File: src/aqp_pkg.sv
package aqp_pkg;

    //////////////////////////////////////////////////////////////////////
    // Bus widths
    //////////////////////////////////////////////////////////////////////
    localparam int ADDR_W = 16;
    localparam int DATA_W = 8;
    localparam int PAGE_W = 6;
    localparam int BA_W   = 5;                  // 512KB in 16KB pages

    //////////////////////////////////////////////////////////////////////
    // I/O port map
    //////////////////////////////////////////////////////////////////////
    localparam logic [7:0] IO_BANK0    = 8'hF0; // Banks 1-3 at $F1-$F3
    localparam logic [7:0] IO_KBBUF    = 8'hFA;
    localparam logic [7:0] IO_SYSCTRL  = 8'hFB;
    localparam logic [7:0] IO_CASSETTE = 8'hFC;
    localparam logic [7:0] IO_PRINTER  = 8'hFE;
    localparam logic [7:0] IO_KEYB     = 8'hFF;

    // Page map
    localparam int PAGE_CART_FIRST = 16;
    localparam int PAGE_CART_LAST  = 19;
    localparam int PAGE_RAM_FIRST  = 32;

    localparam logic [DATA_W-1:0] READ_IDLE = 8'hFF;

    // Keyboard buffer
    localparam int KBBUF_DEPTH = 16;
    localparam int KBBUF_PTR_W = $clog2(KBBUF_DEPTH);

    // phi generation, in clk cycles per half period
    localparam int PHI_HALF_NORMAL = 4;
    localparam int PHI_HALF_TURBO  = 2;
    localparam int PHI_CNT_W       = $clog2(PHI_HALF_NORMAL);

    //////////////////////////////////////////////////////////////////////
    // Types
    //////////////////////////////////////////////////////////////////////

    // Per bank: bit 7 read-only, bit 6 unused, bits 5:0 page
    typedef logic [3:0][7:0] bank_set_t;

    typedef enum logic [1:0] {
        BUS_IDLE,
        BUS_SYNC,
        BUS_ACCESS,
        BUS_HOLD
    } bus_state_t;

    typedef enum logic [2:0] {
        IO_SEL_NONE,
        IO_SEL_BANK,
        IO_SEL_KBBUF,
        IO_SEL_SYSCTRL,
        IO_SEL_CASSETTE,
        IO_SEL_PRINTER,
        IO_SEL_KEYB
    } io_sel_t;

endpackage

File: src/bus_cycle_fsm.sv
module bus_cycle_fsm (
    input  logic                      clk,
    input  logic                      reset,
    input  logic                      req,
    input  logic                      rd,
    input  logic                      mem,
    input  logic [aqp_pkg::ADDR_W-1:0] addr,
    input  logic [aqp_pkg::DATA_W-1:0] wrdata,
    output logic                      ack,
    output logic                      cyc_active,
    output logic                      cyc_rd,
    output logic                      cyc_mem,
    output logic [aqp_pkg::ADDR_W-1:0] cyc_addr,
    output logic [aqp_pkg::DATA_W-1:0] cyc_wrdata,
    output logic                      rd_stb,
    output logic                      wr_stb
);

    aqp_pkg::bus_state_t state;
    logic [1:0]          req_sync;

    //////////////////////////////////////////////////////////////////////
    // Handshake state machine
    //////////////////////////////////////////////////////////////////////

    // First sync stage opens the cycle, second stage confirms and ends it
    always_ff @(posedge clk or posedge reset) begin
        if (reset) begin
            req_sync <= 2'b00;
            state    <= aqp_pkg::BUS_IDLE;
        end else begin
            req_sync <= {req_sync[0], req};
            case (state)
                aqp_pkg::BUS_IDLE:   if (req_sync[0]) state <= aqp_pkg::BUS_SYNC;
                aqp_pkg::BUS_SYNC:   if (req_sync[1]) state <= aqp_pkg::BUS_ACCESS;
                aqp_pkg::BUS_ACCESS: state <= aqp_pkg::BUS_HOLD;
                aqp_pkg::BUS_HOLD:   if (!req_sync[1]) state <= aqp_pkg::BUS_IDLE;
                default:             state <= aqp_pkg::BUS_IDLE;
            endcase
        end
    end

    // Access captured on the way into BUS_SYNC
    always_ff @(posedge clk) begin
        if (state == aqp_pkg::BUS_IDLE && req_sync[0]) begin
            cyc_rd     <= rd;
            cyc_mem    <= mem;
            cyc_addr   <= addr;
            cyc_wrdata <= wrdata;
        end
    end

    assign cyc_active = (state != aqp_pkg::BUS_IDLE);
    assign ack        = (state == aqp_pkg::BUS_HOLD);   // Held until req drops

    // One strobe per cycle, in BUS_ACCESS only
    assign rd_stb = (state == aqp_pkg::BUS_ACCESS) &&  cyc_rd;
    assign wr_stb = (state == aqp_pkg::BUS_ACCESS) && !cyc_rd;

    //////////////////////////////////////////////////////////////////////
    // Checks
    //////////////////////////////////////////////////////////////////////
    ack_in_cycle: assert property (@(posedge clk) disable iff (reset)
        ack |-> cyc_active);

    strobes_exclusive: assert property (@(posedge clk) disable iff (reset)
        !(rd_stb && wr_stb));

endmodule

File: src/phi_timer.sv
module phi_timer (
    input  logic clk,
    input  logic reset,
    input  logic turbo,
    output logic phi
);

    logic [aqp_pkg::PHI_CNT_W-1:0] cnt;
    logic [aqp_pkg::PHI_CNT_W-1:0] reload;

    // Rate is picked up only at reload, so phi never gets a short half
    assign reload = turbo ? aqp_pkg::PHI_CNT_W'(aqp_pkg::PHI_HALF_TURBO - 1)
                          : aqp_pkg::PHI_CNT_W'(aqp_pkg::PHI_HALF_NORMAL - 1);

    always_ff @(posedge clk or posedge reset) begin
        if (reset) begin
            cnt <= aqp_pkg::PHI_CNT_W'(aqp_pkg::PHI_HALF_NORMAL - 1);
            phi <= 1'b0;
        end else if (cnt == '0) begin
            cnt <= reload;
            phi <= ~phi;                    // Half period done
        end else begin
            cnt <= cnt - 1'b1;
        end
    end

endmodule

File: src/addr_decode.sv
module addr_decode (
    input  logic                       cyc_active,
    input  logic                       cyc_rd,
    input  logic                       cyc_mem,
    input  logic [aqp_pkg::ADDR_W-1:0] cyc_addr,
    input  aqp_pkg::bank_set_t         banks,
    input  logic                       dis_regs,
    output aqp_pkg::io_sel_t           io_sel,
    output logic [1:0]                 bank_idx,
    output logic [aqp_pkg::BA_W-1:0]   ba,
    output logic                       ram_ce_n,
    output logic                       cart_ce_n,
    output logic                       ram_we_n
);

    logic [7:0]                 bank;
    logic [aqp_pkg::PAGE_W-1:0] page;
    logic                       bank_ro;
    logic                       sel_mem;
    logic                       sel_ram;
    logic                       sel_cart;

    //////////////////////////////////////////////////////////////////////
    // Memory space
    //////////////////////////////////////////////////////////////////////
    assign bank    = banks[cyc_addr[aqp_pkg::ADDR_W-1 -: 2]];  // Quarter of 64KB
    assign page    = bank[aqp_pkg::PAGE_W-1:0];
    assign bank_ro = bank[7];
    assign ba      = page[aqp_pkg::BA_W-1:0];

    assign sel_mem  = cyc_active && cyc_mem;
    assign sel_ram  = sel_mem && page >= aqp_pkg::PAGE_W'(aqp_pkg::PAGE_RAM_FIRST);
    assign sel_cart = sel_mem
                   && page >= aqp_pkg::PAGE_W'(aqp_pkg::PAGE_CART_FIRST)
                   && page <= aqp_pkg::PAGE_W'(aqp_pkg::PAGE_CART_LAST);

    // Internal pages select nothing and read back idle
    assign ram_ce_n  = !sel_ram;
    assign cart_ce_n = !sel_cart;
    assign ram_we_n  = !(sel_ram && !cyc_rd && !bank_ro);

    // Bank port number for I/O accesses
    assign bank_idx = cyc_addr[1:0];

    //////////////////////////////////////////////////////////////////////
    // I/O space
    //////////////////////////////////////////////////////////////////////
    always_comb begin
        io_sel = aqp_pkg::IO_SEL_NONE;
        if (cyc_active && !cyc_mem) begin
            if (cyc_addr[7:2] == aqp_pkg::IO_BANK0[7:2] && !dis_regs)
                io_sel = aqp_pkg::IO_SEL_BANK;
            else if (cyc_addr[7:0] == aqp_pkg::IO_KBBUF)
                io_sel = aqp_pkg::IO_SEL_KBBUF;
            else if (cyc_addr[7:0] == aqp_pkg::IO_SYSCTRL)
                io_sel = aqp_pkg::IO_SEL_SYSCTRL;
            else if (cyc_addr[7:0] == aqp_pkg::IO_CASSETTE)
                io_sel = aqp_pkg::IO_SEL_CASSETTE;
            else if (cyc_addr[7:0] == aqp_pkg::IO_PRINTER)
                io_sel = aqp_pkg::IO_SEL_PRINTER;
            else if (cyc_addr[7:0] == aqp_pkg::IO_KEYB)
                io_sel = aqp_pkg::IO_SEL_KEYB;  // Row mask in upper address
        end
    end

endmodule

File: src/io_regs.sv
module io_regs (
    input  logic                       clk,
    input  logic                       reset,
    input  logic                       rd_stb,
    input  logic                       wr_stb,
    input  aqp_pkg::io_sel_t           io_sel,
    input  logic [1:0]                 bank_idx,
    input  logic [aqp_pkg::ADDR_W-1:0] cyc_addr,
    input  logic [aqp_pkg::DATA_W-1:0] cyc_wrdata,
    input  logic [63:0]                keys,
    input  logic                       cassette_in,
    input  logic                       printer_in,
    input  logic [aqp_pkg::DATA_W-1:0] kb_head,
    input  logic                       kb_empty,
    output aqp_pkg::bank_set_t         banks,
    output logic                       dis_regs,
    output logic                       turbo,
    output logic                       cassette_out,
    output logic                       printer_out,
    output logic                       reset_req,
    output logic                       kb_pop,
    output logic                       kb_clear,
    output logic [aqp_pkg::DATA_W-1:0] rddata
);

    logic [2:0]                 cassette_sync;
    logic [2:0]                 printer_sync;
    logic [aqp_pkg::DATA_W-1:0] keyb_val;
    logic [aqp_pkg::DATA_W-1:0] rd_val;

    //////////////////////////////////////////////////////////////////////
    // Keyboard matrix and read mux
    //////////////////////////////////////////////////////////////////////

    // Rows are active low, a zero address bit selects its row
    always_comb begin
        keyb_val = '1;
        for (int row = 0; row < 8; row++) begin
            if (!cyc_addr[8 + row])
                keyb_val = keyb_val & keys[row * 8 +: 8];
        end
    end

    always_comb begin
        rd_val = aqp_pkg::READ_IDLE;
        case (io_sel)
            aqp_pkg::IO_SEL_BANK:     rd_val = banks[bank_idx];
            aqp_pkg::IO_SEL_KBBUF:    rd_val = kb_head;
            aqp_pkg::IO_SEL_SYSCTRL:  rd_val = {5'b0, turbo, 1'b0, dis_regs};
            aqp_pkg::IO_SEL_CASSETTE: rd_val = {7'b0, !cassette_sync[2]};
            aqp_pkg::IO_SEL_PRINTER:  rd_val = {7'b0, printer_sync[2]};
            aqp_pkg::IO_SEL_KEYB:     rd_val = keyb_val;
            default:                  rd_val = aqp_pkg::READ_IDLE;
        endcase
    end

    // Buffer side effects
    assign kb_pop   = rd_stb && io_sel == aqp_pkg::IO_SEL_KBBUF && !kb_empty;
    assign kb_clear = wr_stb && io_sel == aqp_pkg::IO_SEL_KBBUF;

    //////////////////////////////////////////////////////////////////////
    // Registers
    //////////////////////////////////////////////////////////////////////
    always_ff @(posedge clk or posedge reset) begin
        if (reset) begin
            cassette_sync <= 3'b000;
            printer_sync  <= 3'b000;
            banks         <= '0;
            dis_regs      <= 1'b0;
            turbo         <= 1'b0;
            cassette_out  <= 1'b0;
            printer_out   <= 1'b0;
            reset_req     <= 1'b0;
            rddata        <= '0;
        end else begin
            cassette_sync <= {cassette_sync[1:0], cassette_in};
            printer_sync  <= {printer_sync[1:0], printer_in};
            reset_req     <= wr_stb && io_sel == aqp_pkg::IO_SEL_SYSCTRL && cyc_wrdata[7];

            if (rd_stb)
                rddata <= rd_val;               // Held through BUS_HOLD

            if (wr_stb) begin
                case (io_sel)
                    aqp_pkg::IO_SEL_BANK:     banks[bank_idx] <= cyc_wrdata;
                    aqp_pkg::IO_SEL_CASSETTE: cassette_out <= cyc_wrdata[0];
                    aqp_pkg::IO_SEL_PRINTER:  printer_out  <= cyc_wrdata[0];
                    aqp_pkg::IO_SEL_SYSCTRL: begin
                        turbo    <= cyc_wrdata[2];
                        dis_regs <= cyc_wrdata[0];
                    end
                    default: ;
                endcase
            end
        end
    end

endmodule

File: src/kbbuf.sv
module kbbuf (
    input  logic                       clk,
    input  logic                       reset,
    input  logic [aqp_pkg::DATA_W-1:0] kb_data,
    input  logic                       kb_wr,
    input  logic                       kb_pop,
    input  logic                       kb_clear,
    output logic [aqp_pkg::DATA_W-1:0] kb_head,
    output logic                       kb_empty
);

    logic [aqp_pkg::DATA_W-1:0]    mem [aqp_pkg::KBBUF_DEPTH];
    logic [aqp_pkg::KBBUF_PTR_W-1:0] wr_ptr;
    logic [aqp_pkg::KBBUF_PTR_W-1:0] rd_ptr;
    logic [aqp_pkg::KBBUF_PTR_W:0]   count;
    logic                            push;
    logic                            pop;

    assign kb_empty = (count == '0);
    assign push     = kb_wr && count != (aqp_pkg::KBBUF_PTR_W + 1)'(aqp_pkg::KBBUF_DEPTH);
    assign pop      = kb_pop && !kb_empty;            // Pop on empty is ignored
    assign kb_head  = kb_empty ? '0 : mem[rd_ptr];

    always_ff @(posedge clk) begin
        if (push)
            mem[wr_ptr] <= kb_data;
    end

    // Pointers wrap naturally at a power-of-two depth
    always_ff @(posedge clk or posedge reset) begin
        if (reset) begin
            wr_ptr <= '0;
            rd_ptr <= '0;
            count  <= '0;
        end else if (kb_clear) begin
            wr_ptr <= '0;
            rd_ptr <= '0;
            count  <= '0;
        end else begin
            if (push)
                wr_ptr <= wr_ptr + 1'b1;
            if (pop)
                rd_ptr <= rd_ptr + 1'b1;
            case ({push, pop})
                2'b10:   count <= count + 1'b1;
                2'b01:   count <= count - 1'b1;
                default: count <= count;
            endcase
        end
    end

    count_in_range: assert property (@(posedge clk) disable iff (reset)
        count <= (aqp_pkg::KBBUF_PTR_W + 1)'(aqp_pkg::KBBUF_DEPTH));

endmodule

File: src/aqp_sysctl.sv
module aqp_sysctl (
    input  logic                       clk,
    input  logic                       reset,
    input  logic                       req,
    input  logic                       rd,
    input  logic                       mem,
    input  logic [aqp_pkg::ADDR_W-1:0] addr,
    input  logic [aqp_pkg::DATA_W-1:0] wrdata,
    input  logic [63:0]                keys,
    input  logic [aqp_pkg::DATA_W-1:0] kb_data,
    input  logic                       kb_wr,
    input  logic                       cassette_in,
    input  logic                       printer_in,
    output logic                       ack,
    output logic [aqp_pkg::DATA_W-1:0] rddata,
    output logic [aqp_pkg::BA_W-1:0]   ba,
    output logic                       ram_ce_n,
    output logic                       cart_ce_n,
    output logic                       ram_we_n,
    output logic                       phi,
    output logic                       cassette_out,
    output logic                       printer_out,
    output logic                       reset_req
);

    logic                       cyc_active, cyc_rd, cyc_mem;
    logic [aqp_pkg::ADDR_W-1:0] cyc_addr;
    logic [aqp_pkg::DATA_W-1:0] cyc_wrdata;
    logic                       rd_stb, wr_stb;
    aqp_pkg::io_sel_t           io_sel;
    logic [1:0]                 bank_idx;
    aqp_pkg::bank_set_t         banks;
    logic                       dis_regs, turbo;
    logic                       kb_pop, kb_clear, kb_empty;
    logic [aqp_pkg::DATA_W-1:0] kb_head;

    //////////////////////////////////////////////////////////////////////
    // Bus side
    //////////////////////////////////////////////////////////////////////
    bus_cycle_fsm u_fsm (
        .clk(clk), .reset(reset), .req(req), .rd(rd), .mem(mem), .addr(addr),
        .wrdata(wrdata), .ack(ack), .cyc_active(cyc_active), .cyc_rd(cyc_rd),
        .cyc_mem(cyc_mem), .cyc_addr(cyc_addr), .cyc_wrdata(cyc_wrdata),
        .rd_stb(rd_stb), .wr_stb(wr_stb));

    addr_decode u_decode (
        .cyc_active(cyc_active), .cyc_rd(cyc_rd), .cyc_mem(cyc_mem),
        .cyc_addr(cyc_addr), .banks(banks), .dis_regs(dis_regs), .io_sel(io_sel),
        .bank_idx(bank_idx), .ba(ba), .ram_ce_n(ram_ce_n), .cart_ce_n(cart_ce_n),
        .ram_we_n(ram_we_n));

    //////////////////////////////////////////////////////////////////////
    // Registers, keyboard buffer and bus clock
    //////////////////////////////////////////////////////////////////////
    io_regs u_regs (
        .clk(clk), .reset(reset), .rd_stb(rd_stb), .wr_stb(wr_stb),
        .io_sel(io_sel), .bank_idx(bank_idx), .cyc_addr(cyc_addr),
        .cyc_wrdata(cyc_wrdata), .keys(keys), .cassette_in(cassette_in),
        .printer_in(printer_in), .kb_head(kb_head), .kb_empty(kb_empty),
        .banks(banks), .dis_regs(dis_regs), .turbo(turbo),
        .cassette_out(cassette_out), .printer_out(printer_out),
        .reset_req(reset_req), .kb_pop(kb_pop), .kb_clear(kb_clear),
        .rddata(rddata));

    kbbuf u_kbbuf (
        .clk(clk), .reset(reset), .kb_data(kb_data), .kb_wr(kb_wr),
        .kb_pop(kb_pop), .kb_clear(kb_clear), .kb_head(kb_head),
        .kb_empty(kb_empty));

    phi_timer u_phi (
        .clk(clk), .reset(reset), .turbo(turbo), .phi(phi));

endmodule

File: config.mk
export PLATFORM = sky130hd
export DESIGN_NAME = aqp_sysctl
export DESIGN_NICKNAME = d
export VERILOG_FILES = /design/src/aqp_pkg.sv /design/src/bus_cycle_fsm.sv /design/src/phi_timer.sv /design/src/addr_decode.sv /design/src/io_regs.sv /design/src/kbbuf.sv /design/src/aqp_sysctl.sv
export SDC_FILE = /design/constraint.sdc
export NUM_CORES = 1
export LEC_CHECK = 0
export ABC_CLOCK_PERIOD_IN_PS = 11300
export BUFFER_PORTS_ARGS = -buffer_cell sky130_fd_sc_hd__buf_4
export CAP_MARGIN = 20
export CORE_AREA = 2 2 159 130
export CTS_CLUSTER_SIZE = 8
export DETAILED_ROUTE_END_ITERATION = 12
export DIE_AREA = 0 0 161 132
export GPL_TIMING_DRIVEN = 0
export PLACE_DENSITY = 0.73
export SYNTH_ARGS = -nofsm -noshare
export SYNTH_HDL_FRONTEND = slang
export SYNTH_SLANG_ARGS = --single-unit
File: constraint.sdc
create_clock -name clk -period 11.3 [get_ports clk]
set_clock_uncertainty 0.1 [all_clocks]
set_input_delay 2.26 -clock clk [delete_from_list [all_inputs] [get_ports clk]]
set_output_delay 2.26 -clock clk [all_outputs]
set_load 0.02 [all_outputs]
==> flow_metrics.tcl <==
set metrics [dict create \
    status "complete, no violations" \
    track_usage_pct 22.2 \
    cp.required_ps 8940 \
    yosysTopAreaCell "edfxtp_1" \
    core_area_um2 19600 \
    seq_area_frac_synth_pct 66.3 \
    drv_cap 0 \
    synth_commonest_cells "154 x edfxtp_1, 69 x dfrtp_1, 47 x mux4_2, 37 x mux2_2" \
    detail-route-antenna-nets 0 \
    min_period_over_period_pct 45.1 \
    synth_seq_cells 225 \
    holdWs_ps 245 \
    drive_above_1_share_pct 35.5 \
    setup_violations 0 \
    antenna_cells 0 \
    ff2ff_path_depth 15 \
    routed_wl_um 23800 \
    hold_viol_final 0 \
    drtPass1Iterations 4 \
    grt_pass1_vias 6313 \
    period_minus_slack_ps 5100 \
    reg2reg_setup_slack_ps 7180 \
    drt-met1-wl_um 10000 \
    synth.most_common_cell "edfxtp_1" \
    crit_fanout 10 \
    rows 46 \
    slew_headroom_pct 39.9 \
    die_w_um 161 \
    clock_latency_ps 530 \
    gp_congestion 0.979 \
    synth_fp_nets 715 \
    wl_met2_um 11200 \
    tightest_slew_ps 899 \
    async_flop_share_pct 31.6 \
    grt_max_degree 72 \
    grt_pass1_wl_um 35800 \
    syn_area_per_cell_um2 16.2 \
    synth_edf_count 154 \
    final_nets 881 \
    synthFlopType "edfxtp_1" \
    antenna_found_initial 0 \
    cts.path.max_buffers 3 \
    rsz0062_at_grt "no" \
    vias 6130 \
    ir_drop_uv 130 \
    ys_warn_count 0 \
    max_freq_ghz 0.196 \
    synth_top_area_share_pct 47.9 \
    reg2reg_to "u_kbbuf.count[4]" \
    cts_tree "done" \
    initial_core_util_pct 49.4 \
    drt-initial-drc-count 457 \
    synthCells 598 \
    cp-start-kind "flop" \
    tns_ps 0 \
    htreeDepth 2 \
    areaGrowthSynthToFinish_pct 24.2 \
    cellPowerDensity_nw_per_um2 193 \
    path_class "reg -> out" \
    hold_path.class "reg -> reg" \
    dr.max_layer_used "met4" \
    wl_met3_um 2030 \
    cts_setup_buffers 0 \
    leakage_nw 4.52 \
    avgRoutedWirePerCell_um 22.8 \
    nFillCells 1475 \
    root_buffer "clkbuf_16" \
    min_to "u_regs.cassette_sync[1]" \
    worstReg2RegStart "u_fsm.state[0]" \
    synth_cell_types 58 \
    slew_viol_final 0 \
    cts_buffers 34 \
    viasPerCell 5.87 \
    syn_area_um2 9660 \
    critPathCaptureType "output port" \
    dieArea_um2 21300 \
    portBuffers 124 \
    cts_sinks 225 \
    hp-start "u_regs.cassette_sync[0]" \
    cp.arrival_ps 2740 \
    synthTopCellsByArea "edfxtp_1 48%, dfrtp_1 18%, mux4_2 11%" \
    grt-ovfl-total 0 \
    ios 125 \
    clkSlewWorstSetupHoldPaths_ps 50 \
    drc_errors 0 \
    fp.dieH_um 132 \
    worstHoldPathCells 0 \
    cts.repair.resized 0 \
    hold_buffers 0 \
    place_hpwl_um 16600 \
]
-- how the worst max path moves through the flow --
| stage | from | endpoint | slack, ps | cells past startpoint |
|---|---|---|---|---|
| after global placement | reset | u_regs.rddata[4] | 6360 | 2 |
| after floorplan | kb_wr | u_kbbuf.count[4] | 6700 | 11 |
| after CTS | u_fsm.cyc_addr[14] | ba[0] | 6130 | 4 |
| final | u_fsm.cyc_addr[14] | ba[0] | 6200 | 4 |
| after global routing | u_fsm.cyc_addr[14] | ba[0] | 6020 | 4 |
| after detailed placement | kb_wr | u_kbbuf.count[4] | 6310 | 12 |
-- logic make-up (layout without fill, tap and decap cells) --
family / after synthesis / in the layout / share of synthesized area (%)
buf+inv: 42 / 225 / 1.81
flops: 225 / 225 / 66.3
simple gates: 132 / 132 / 7.64
mux: 85 / 85 / 15.4
compound gates: 92 / 92 / 6.37
fa+ha+maj: 13 / 13 / 1.68
xor+xnor: 9 / 9 / 0.816
-- registers in the layout, indices dropped and copies added, names as in the netlist --
register,flops
u_kbbuf.rd_ptr,4
u_phi.cnt,2
u_kbbuf.wr_ptr,4
u_kbbuf.count,5
u_kbbuf.mem,128
u_regs.cassette_out,1
u_fsm.req_sync,2
u_regs.printer_out,1
u_fsm.cyc_addr,16
u_regs.rddata,8
u_regs.turbo,1
u_regs.banks,32
u_regs.dis_regs,1
u_fsm.state,2
u_regs.printer_sync,3
u_phi.phi,1
u_fsm.cyc_rd,1
u_fsm.cyc_mem,1
u_fsm.cyc_wrdata,8
u_regs.cassette_sync,3
u_regs.reset_req,1
-- through the flow --
stage               cell area [um2]  instances  total power [W]  utilization [%]  setup WS [ps]
detailed placement            11000        991          0.00140             56.1           6310
finish                        12000       1045          0.00232             61.3           6200
global placement              10900        986          0.00137             55.8           6360
floorplan                      9660        598          0.00125                -           6700
CTS                           12000       1044          0.00233             61.3           6130
global route                  12000       1045          0.00241             61.3           6020
-- power breakdown --
part           internal, W  switching, W
registers         0.000985     0.0000429
clock network     0.000562      0.000365
logic             0.000142      0.000219
-- area by class of cell --
type	instances	area [um2]	area share [%]
plain buffers	31	134	1.12
clock buffers	49	907	7.56
clock inverters	4	98.8	0.824
inverters	11	43.8	0.365
multi-input cells	331	3080	25.7
flip-flops and latches	225	6400	53.4
well taps	264	330	2.75
repair buffers	130	996	8.30
-- routing by layer --
metal	up-vias	GRT usage, %
met3	42	6.23
met2	279	35.6
met5	-	0
met1	3118	29.5
li1	2691	-
met4	0	7.64
-- worst max-delay path: stages (launching register included) --
cell and delay (ps):
edfxtp_1 310, clkbuf_1 400, buf_1 650, mux4_2 660, buf_4 190
-- cell usage in the layout, fill, tap and decap left out, types with 4 or more instances in the layout --
| cell | synthesis | routed |
|---|---|---|
| buf_4 | 0 | 128 |
| clkbuf_16 | 0 | 34 |
| or3_1 | 4 | 4 |
| inv_1 | 11 | 10 |
| a21oi_1 | 11 | 11 |
| a31oi_1 | 4 | 4 |
| o21ai_0 | 7 | 7 |
| o22ai_1 | 32 | 32 |
| a22oi_1 | 20 | 20 |
| dfrtp_1 | 69 | 69 |
| nand2b_1 | 4 | 4 |
| nor3_1 | 10 | 10 |
| buf_2 | 5 | 5 |
| buf_1 | 8 | 8 |
| xor2_1 | 8 | 8 |
| mux4_2 | 47 | 47 |
| ha_1 | 13 | 13 |
| a21boi_0 | 4 | 4 |
| clkbuf_1 | 14 | 29 |
| nor2b_1 | 7 | 7 |
| and2_1 | 4 | 4 |
| nor2_1 | 31 | 31 |
| edfxtp_1 | 154 | 154 |
| nor4_1 | 10 | 10 |
| mux2_2 | 37 | 37 |
| nand3_1 | 5 | 5 |
| nand2_1 | 32 | 32 |
(Power assumes the default switching activity.)
